`config.mk`:
```
export PLATFORM = sky130hd
export DESIGN_NAME = debug_display_top
export DESIGN_NICKNAME = d
export VERILOG_FILES = /design/src/common/board_pkg.sv /design/src/common/cpu_pkg.sv /design/src/source/step_timer.sv /design/src/source/led_pattern_player.sv /design/src/source/instr_rom_stepper.sv /design/src/source/display_select.sv /design/src/seg7/seg7x16.sv /design/src/source/debug_display_top.sv
export SDC_FILE = /design/constraint.sdc
export NUM_CORES = 1
export LEC_CHECK = 0
export BUFFER_PORTS_ARGS = -buffer_cell sky130_fd_sc_hd__buf_2
export CAP_MARGIN = 30
export CELL_PAD_IN_SITES_DETAIL_PLACEMENT = 0
export CELL_PAD_IN_SITES_GLOBAL_PLACEMENT = 2
export CORE_MARGIN = 4
export CORE_UTILIZATION = 31
export DETAILED_ROUTE_END_ITERATION = 8
export HOLD_SLACK_MARGIN = 0.15
export PLACE_DENSITY_LB_ADDON = 0.1
export SLEW_MARGIN = 0
export SYNTH_ARGS = -nofsm -noshare
export SYNTH_HDL_FRONTEND = slang
export SYNTH_SLANG_ARGS = --single-unit
```
`constraint.sdc`:
```
create_clock -name Clk_CPU -period 3.33 [get_ports Clk_CPU]
set_clock_uncertainty 0.05 [all_clocks]
set_input_delay 0.4995 -clock Clk_CPU [delete_from_list [all_inputs] [get_ports Clk_CPU]]
set_output_delay 0.4995 -clock Clk_CPU [all_outputs]
set_load 0.005 [all_outputs]
```
`src/common/board_pkg.sv`:
```
`default_nettype none

package board_pkg;

  localparam int NUM_DIGITS = 8;
  localparam int DISP_WIDTH = 64;
  localparam int LED_FRAME_NUM = 19;

  // eight active-low segment bytes per frame, digit 0 in the low byte.
  localparam logic [DISP_WIDTH-1:0] LED_FRAME_TABLE [0:LED_FRAME_NUM-1] = '{
    64'hFFFFFFFEFEFEFEFE,
    64'hFFFEFEFEFEFEFFFF,
    64'hDEFEFEFEFFFFFFFF,
    64'hCEFEFEFFFFFFFFFF,
    64'hC2FFFFFFFFFFFFFF,
    64'hC1FEFFFFFFFFFFFF,
    64'hF1FDFFFFFFFFFFFF,
    64'hFDF8F7FFFFFFFFFF,
    64'hFFF8F3FFFFFFFFFF,
    64'hFFFBF1FEFFFFFFFF,
    64'hFFFFF9F8FFFFFFFF,
    64'hFFFFFCF8F7FFFFFF,
    64'hFFFFFFF9F1FFFFFF,
    64'hFFFFFFFFF1FCFFFF,
    64'hFFFFFFFFF9F8FFFF,
    64'hFFFFFFFFFFF8F3FF,
    64'hFFFFFFFFFFFBF1FE,
    64'hFFFFFFFFFFFFF9BC,
    64'hFFFFFFFFFFFFBDBC
  };

  localparam logic [DISP_WIDTH-1:0] LED_BLANK = '1; // all segments off.

  // one-hot codes from switches 14:11.
  typedef enum logic [3:0] {
    SRC_INSTR = 4'b1000,
    SRC_REG   = 4'b0100,
    SRC_ALU   = 4'b0010,
    SRC_DMEM  = 4'b0001
  } disp_src_e;

  // segments a..g on bits 0..6, active low, dp on bit 7 held off.
  localparam logic [7:0] HEX_FONT [0:15] = '{
    8'hC0, 8'hF9, 8'hA4, 8'hB0,
    8'h99, 8'h92, 8'h82, 8'hF8,
    8'h80, 8'h90, 8'h88, 8'h83,
    8'hC6, 8'hA1, 8'h86, 8'h8E
  };

endpackage

`default_nettype wire

```
`src/common/cpu_pkg.sv`:
```
`default_nettype none

package cpu_pkg;

  localparam int XLEN = 32;
  localparam int IMEM_DEPTH = 12;
  localparam int IMEM_AW = 6;

  localparam logic [XLEN-1:0] IMEM_PROGRAM [0:IMEM_DEPTH-1] = '{
    32'h00500093, // addi x1, x0, 5.
    32'h00300113, // addi x2, x0, 3.
    32'h002081B3, // add  x3, x1, x2.
    32'h40208233, // sub  x4, x1, x2.
    32'h0020F2B3, // and  x5, x1, x2.
    32'h0020E333, // or   x6, x1, x2.
    32'h00302023, // sw   x3, 0(x0).
    32'h00002383, // lw   x7, 0(x0).
    32'h00338463, // beq  x7, x3, +8.
    32'h00209413, // slli x8, x1, 2.
    32'h123454B7, // lui  x9, 0x12345.
    32'h0000006F  // jal  x0, 0.
  };

endpackage

`default_nettype wire

```
`src/source/step_timer.sv`:
```
`timescale 1ns/1ps
`default_nettype none

module step_timer #(
  parameter int FAST_BIT = 25,
  parameter int SLOW_BIT = 27
) (
  input  wire logic Clk_CPU,
  input  wire logic rstn,
  input  wire logic slow_sel_i,
  output logic      step_o
);

  logic [31:0] div_cnt;
  logic [31:0] div_nxt;
  logic        tap_cur;
  logic        tap_nxt;

  assign div_nxt = div_cnt + 32'd1;

  // look one count ahead so the pulse lines up with the tap rising.
  assign tap_cur = slow_sel_i ? div_cnt[SLOW_BIT] : div_cnt[FAST_BIT];
  assign tap_nxt = slow_sel_i ? div_nxt[SLOW_BIT] : div_nxt[FAST_BIT];

  always_ff @(posedge Clk_CPU or negedge rstn) begin
    if (!rstn) begin
      div_cnt <= '0;
      step_o  <= 1'b0;
    end else begin
      div_cnt <= div_nxt;
      step_o  <= tap_nxt & ~tap_cur;
    end
  end

endmodule

`default_nettype wire

```
`src/source/led_pattern_player.sv`:
```
`timescale 1ns/1ps
`default_nettype none

module led_pattern_player
  import board_pkg::*;
(
  input  wire logic                  Clk_CPU,
  input  wire logic                  rstn,
  input  wire logic                  step_i,
  input  wire logic                  enable_i,
  output logic      [DISP_WIDTH-1:0] frame_o
);

  localparam int IDX_W = $clog2(LED_FRAME_NUM);
  localparam logic [IDX_W-1:0] LAST_IDX = IDX_W'(LED_FRAME_NUM - 1);

  logic [IDX_W-1:0] frame_idx;
  logic             advance;

  assign advance = step_i & enable_i;

  always_ff @(posedge Clk_CPU or negedge rstn) begin
    if (!rstn) begin
      frame_idx <= '0;
    end else if (advance) begin
      if (frame_idx == LAST_IDX) begin
        frame_idx <= '0; // loop the animation.
      end else begin
        frame_idx <= frame_idx + 1'b1;
      end
    end
  end

  // frame shows up one cycle after the step.
  always_ff @(posedge Clk_CPU or negedge rstn) begin
    if (!rstn) begin
      frame_o <= LED_BLANK;
    end else if (advance) begin
      frame_o <= LED_FRAME_TABLE[frame_idx];
    end
  end

endmodule

`default_nettype wire

```
`src/source/instr_rom_stepper.sv`:
```
`timescale 1ns/1ps
`default_nettype none

module instr_rom_stepper
  import cpu_pkg::*;
(
  input  wire logic            Clk_CPU,
  input  wire logic            rstn,
  input  wire logic            step_i,
  input  wire logic            enable_i,
  output logic      [XLEN-1:0] instr_o
);

  localparam int ROM_WORDS = 2 ** IMEM_AW;
  localparam logic [IMEM_AW-1:0] LAST_ADDR = IMEM_AW'(IMEM_DEPTH - 1);

  logic [IMEM_AW-1:0] rom_addr;
  logic [XLEN-1:0]    rom_mem [ROM_WORDS];

  // program at the bottom, zeros above it.
  for (genvar g = 0; g < ROM_WORDS; g++) begin : g_rom
    if (g < IMEM_DEPTH) begin : g_word
      assign rom_mem[g] = IMEM_PROGRAM[g];
    end else begin : g_pad
      assign rom_mem[g] = '0;
    end
  end

  always_ff @(posedge Clk_CPU or negedge rstn) begin
    if (!rstn) begin
      rom_addr <= '0;
    end else if (step_i && enable_i) begin
      if (rom_addr == LAST_ADDR) begin
        rom_addr <= '0;
      end else begin
        rom_addr <= rom_addr + 1'b1;
      end
    end
  end

  assign instr_o = rom_mem[rom_addr]; // async read.

endmodule

`default_nettype wire

```
`src/source/display_select.sv`:
```
`timescale 1ns/1ps
`default_nettype none

module display_select
  import board_pkg::*, cpu_pkg::*;
(
  input  wire logic                  graphic_i,
  input  wire logic [3:0]            src_sel_i,
  input  wire logic [DISP_WIDTH-1:0] frame_i,
  input  wire logic [XLEN-1:0]       instr_i,
  input  wire logic [XLEN-1:0]       reg_data_i,
  input  wire logic [XLEN-1:0]       alu_data_i,
  input  wire logic [XLEN-1:0]       dmem_data_i,
  output logic      [DISP_WIDTH-1:0] disp_data_o,
  output logic                       disp_mode_o
);

  disp_src_e       src;
  logic [XLEN-1:0] dbg_word;

  assign src = disp_src_e'(src_sel_i);

  always_comb begin
    case (src)
      SRC_REG:  dbg_word = reg_data_i;
      SRC_ALU:  dbg_word = alu_data_i;
      SRC_DMEM: dbg_word = dmem_data_i;
      default:  dbg_word = instr_i; // SRC_INSTR and illegal codes.
    endcase
  end

  always_comb begin
    if (graphic_i) begin
      disp_data_o = frame_i;
    end else begin
      disp_data_o = DISP_WIDTH'(dbg_word);
    end
  end

  assign disp_mode_o = graphic_i;

endmodule

`default_nettype wire

```
`src/seg7/seg7x16.sv`:
```
`timescale 1ns/1ps
`default_nettype none

module seg7x16
  import board_pkg::*;
#(
  parameter int SCAN_BIT = 15
) (
  input  wire logic                  Clk_CPU,
  input  wire logic                  rstn,
  input  wire logic [DISP_WIDTH-1:0] disp_data_i,
  input  wire logic                  disp_mode_i,
  output logic      [7:0]            disp_seg_o,
  output logic      [NUM_DIGITS-1:0] disp_an_o
);

  localparam int DIG_W = $clog2(NUM_DIGITS);
  localparam int CNT_W = SCAN_BIT + DIG_W;

  logic [CNT_W-1:0] scan_cnt;
  logic [CNT_W-1:0] scan_nxt;
  logic [DIG_W-1:0] digit_cur;
  logic [DIG_W-1:0] digit_nxt;
  logic             slot_start;
  logic [3:0]       digit_nibble;
  logic [7:0]       digit_byte;
  logic [7:0]       seg_nxt;

  assign scan_nxt  = scan_cnt + 1'b1;
  assign digit_cur = scan_cnt[CNT_W-1:SCAN_BIT];
  assign digit_nxt = scan_nxt[CNT_W-1:SCAN_BIT];

  // digit field about to change, load the next digit's outputs.
  assign slot_start = (digit_nxt != digit_cur);

  assign digit_nibble = disp_data_i[digit_nxt*4 +: 4];
  assign digit_byte   = disp_data_i[digit_nxt*8 +: 8];

  always_comb begin
    if (disp_mode_i) begin
      seg_nxt = digit_byte; // raw segments.
    end else begin
      seg_nxt = HEX_FONT[digit_nibble];
    end
  end

  always_ff @(posedge Clk_CPU or negedge rstn) begin
    if (!rstn) begin
      scan_cnt <= '0;
    end else begin
      scan_cnt <= scan_nxt;
    end
  end

  // blank until the first slot boundary.
  always_ff @(posedge Clk_CPU or negedge rstn) begin
    if (!rstn) begin
      disp_seg_o <= 8'hFF;
      disp_an_o  <= '1;
    end else if (slot_start) begin
      disp_seg_o <= seg_nxt;
      disp_an_o  <= ~(NUM_DIGITS'(1) << digit_nxt);
    end
  end

endmodule

`default_nettype wire

```
`src/source/debug_display_top.sv`:
```
`timescale 1ns/1ps
`default_nettype none

module debug_display_top
  import board_pkg::*, cpu_pkg::*;
#(
  parameter int FAST_BIT = 25,
  parameter int SLOW_BIT = 27,
  parameter int SCAN_BIT = 15
) (
  input  wire logic                  Clk_CPU,
  input  wire logic                  rstn,
  input  wire logic [15:0]           sw_i,
  input  wire logic [XLEN-1:0]       reg_data_i,
  input  wire logic [XLEN-1:0]       alu_data_i,
  input  wire logic [XLEN-1:0]       dmem_data_i,
  output logic      [7:0]            disp_seg_o,
  output logic      [NUM_DIGITS-1:0] disp_an_o
);

  logic                  step;
  logic [DISP_WIDTH-1:0] led_frame;
  logic [XLEN-1:0]       instr;
  logic [DISP_WIDTH-1:0] disp_data;
  logic                  disp_mode;

  step_timer #(
    .FAST_BIT(FAST_BIT),
    .SLOW_BIT(SLOW_BIT)
  ) u_step_timer (
    .Clk_CPU   (Clk_CPU),
    .rstn      (rstn),
    .slow_sel_i(sw_i[15]),
    .step_o    (step)
  );

  led_pattern_player u_led_pattern_player (
    .Clk_CPU (Clk_CPU),
    .rstn    (rstn),
    .step_i  (step),
    .enable_i(sw_i[0]),
    .frame_o (led_frame)
  );

  instr_rom_stepper u_instr_rom_stepper (
    .Clk_CPU (Clk_CPU),
    .rstn    (rstn),
    .step_i  (step),
    .enable_i(sw_i[1]),
    .instr_o (instr)
  );

  display_select u_display_select (
    .graphic_i  (sw_i[0]),
    .src_sel_i  (sw_i[14:11]),
    .frame_i    (led_frame),
    .instr_i    (instr),
    .reg_data_i (reg_data_i),
    .alu_data_i (alu_data_i),
    .dmem_data_i(dmem_data_i),
    .disp_data_o(disp_data),
    .disp_mode_o(disp_mode)
  );

  seg7x16 #(
    .SCAN_BIT(SCAN_BIT)
  ) u_seg7x16 (
    .Clk_CPU    (Clk_CPU),
    .rstn       (rstn),
    .disp_data_i(disp_data),
    .disp_mode_i(disp_mode),
    .disp_seg_o (disp_seg_o),
    .disp_an_o  (disp_an_o)
  );

endmodule

`default_nettype wire

```
==> qor.csv <==
metric;value;unit
run_status;complete, no violations;
synthTopCellsByArea;dfrtp_1, dfstp_2, ha_1;
drt_first_pass_iters;5;
synth_top_area_cell;dfrtp_1;
gr-usage-all-layers;18.2;%
max_stage_delay;500;ps
p_clk_share;40.1;%
hold_buffers;0;
rsz0062_at_grt;no;
pre_cts_ws;-171;ps
critPathTopFamily;compound AO/OA/AOI/OAI gates;
slew_viol_final;0;
netlist_top_cells_count;nand2_1, nor2_1, dfrtp_1;
crit_fanout;14;
setup_viol;0;
ys_types;81;
ir_drop;210;uV
placementRows;53;
ys_seq_area_share;38.1;%
yosysMostFrequentCell;nand2_1;
instances_no_fill;1199;
gp_congestion;0.896;
nets;1062;
finalHoldViolations;0;
dpl.cell_count;1177;
hpwl;16900;um
fillerInstances;2180;
initial_core_util;31.7;%
area.growth.synth_to_final;26.5;%
root_buffer;clkbuf_16;
syn_avg_cell_area;8.88;sq um
num_antenna_cells;0;
antenna_found_initial;0;
cp_num_buf_inv;2;
io_pins;130;
cts_tree;done;
multi_input_comb_area;0.00390;sq mm
synth_edf_count;0;
die_w;155;um
holdWs;151;ps
coreArea;0.0212;sq mm
synth-adder-area-share;5.41;%
final.setup.worst_slack;189;ps
min_period;3140;ps
worstPathRequired;3560;ps
ff2ff_path_depth;12;
port_buffers;120;
synth-seq-cells;100;
cts_buffers;9;
die_y;155;um
die_area;0.0241;sq mm
p_switching;0.787;mW
synth_top_area_share;21.6;%
crit_type;reg2reg;
initialDrtViolationCount;458;
grt_pass1_wl;35400;um
overflow;0;
r2r_start;u_seg7x16.scan_cnt[3];
worst_slew_pin_slew;793;ps
synth-xor-area-share;5.87;%
h-tree-depth;3;
critical_path.cell_chain;nand4_4 -> o41a_1 -> nor2_4 -> inv_4 -> a2111oi_2 -> nor2_1 -> o22ai_2 -> inv_1 -> ha_1 -> mux2_1 -> mux2i_1 -> o211ai_1;
final_layout_size_suffix_gt1_share;32.4;%
swShare;27.6;%
seq_area;0.00256;sq mm
num_vias;6368;
clk_latency;360;ps
hp-class;in2async;
path_clk_slew;80;ps
clock_path_buffers;2;
synth_top_family_by_area;simple AND/OR/NAND/NOR gates;
synth_compound_area_share;21.2;%
grt_pass1_vias;6481;
wl_per_cell;18.3;um
clock-sinks;100;
maxCapViolations;0;
max_slew_margin;47.1;%
drc;0;
p_int;2.06;mW
leakagePower;3.82;nW
muxShareOfSynthArea;2.63;%
synth_area;0.00671;sq mm
antenna_left;0;
setup_tns;0;ps
synthSimpleGateAreaFrac;22.0;%
yosysWarnings;0;
r2r_slack;190;ps
critPathCaptureType;flip-flop;
seqPwrFrac;44.9;%
r2r-end;u_seg7x16.disp_seg_o[3];
grt_max_degree;57;
ys.flop_type;dfrtp_1;
fmax;318;MHz
finalPower;2.85;mW
cp.arrival;3370;ps
combPwrFrac;15.1;%
critPathLaunchType;flip-flop;
syn_nets;899;
power.density;336;mW/mm^2
postSynth.asyncResetShare;100;%
cpMaxStageDelayCell;o41a_1;
fin_crit_sh;94.3;%
netlist_instances;756;
routed_via_density;5.31;
drt-total-wl;22000;um
cells in the final DEF, fill, tap and decap left out, drive strengths merged, types with 4 or more instances in the layout:
cell type and count:
nor2 70, o22ai 8, inv 30, dfstp 42, nor4 5, mux2i 12
a221oi 4, a21oi 51, or2 4, a222oi 7, o31ai 7, dfrtp 58
xor2 13, ha 29, a22o 4, nor4b 4, nand3b 5, nand3 31
a22oi 15, o211ai 9, nand4 13, nand2b 4, a2111oi 5, clkbuf 9
a311oi 4, o21ai 39, nand2 72, a31oi 23, and3b 19, buf 202
nor3 18, and2 6, and3 10, mux2 5, xnor2 32, a211oi 8
and4 4, a21o 4, nor2b 11
power groups by stage:
stage	combinational, mW	clock, mW	sequential [mW]
detailed placement	0.423	0	1.30
finish	0.430	1.14	1.28
floorplan	0.218	0	1.28
CTS	0.427	1.19	1.28
global route	0.479	1.23	1.28
global placement	0.419	0	1.30
metrics by stage:
step                      instance area (sq um)  util (%)
after floorplan                            6720         -
after global placement                     8070      38.1
after detailed placement                   8070      38.1
after CTS                                  8400      39.7
after global routing                       8490      40.1
final                                      8490      40.1
sequential cells by signal, indices dropped and copies added (netlist names):
name                            flops
u_step_timer.div_cnt               28
u_seg7x16.disp_an_o                 8
u_led_pattern_player.frame_idx      5
u_instr_rom_stepper.rom_addr        6
u_seg7x16.scan_cnt                 18
u_led_pattern_player.frame_o       26
u_seg7x16.disp_seg_o                8
u_step_timer.step_o                 1
what timing repair did:
action,in CTS,in global routing
gates resized for setup,1,15
setup buffers,1,5
pin swaps,1,3
setup endpoints to repair,1,7
how the worst max path moves through the flow:
stage	start	end	slack [ps]	cells after the start
floorplan	sw_i[11]	u_seg7x16.disp_seg_o[3]	90	14
global placement	sw_i[11]	u_seg7x16.disp_seg_o[5]	-120	15
detailed placement	sw_i[11]	u_seg7x16.disp_seg_o[5]	-170	16
CTS	u_seg7x16.scan_cnt[9]	u_seg7x16.disp_seg_o[5]	20	13
global route	u_seg7x16.scan_cnt[7]	u_seg7x16.disp_seg_o[4]	3	14
finish	u_seg7x16.scan_cnt[3]	u_seg7x16.disp_seg_o[3]	190	12
metal layers:
layer | GRT usage [%] | wire length (um) | share of wire [%] | up-vias
met2 | 29.3 | 10100 | 46 | 143
li1 | - | - | - | 3079
met1 | 26.1 | 10700 | 49 | 3127
met3 | 2.95 | 926 | 4.2 | 19
met4 | 3.62 | 270 | 1.2 | 0
met5 | 0 | 0 | 0 | -
cell families (layout without fill, tap and decap cells):
kind of cell / after synthesis / count (layout)
xor gates and xnor gates: 45 / 45
and+or+nand+nor: 282 / 282
DFF: 100 / 100
buffers and inverters: 76 / 244
adders and majority gates: 29 / 29
AOI/OAI and AO/OA: 207 / 207
muxes: 17 / 17
area by class of cell:
class / instances / area share [%]
Clock buffer: 9 / 2.65
Clock inverter: 7 / 1.15
Inverter: 26 / 1.19
Multi-Input combinational cell: 580 / 45.9
Sequential cell: 100 / 30.2
Tap cell: 275 / 4.05
Timing Repair Buffer: 202 / 14.8
No activity file was read; power rests on OpenSTA's default activity.
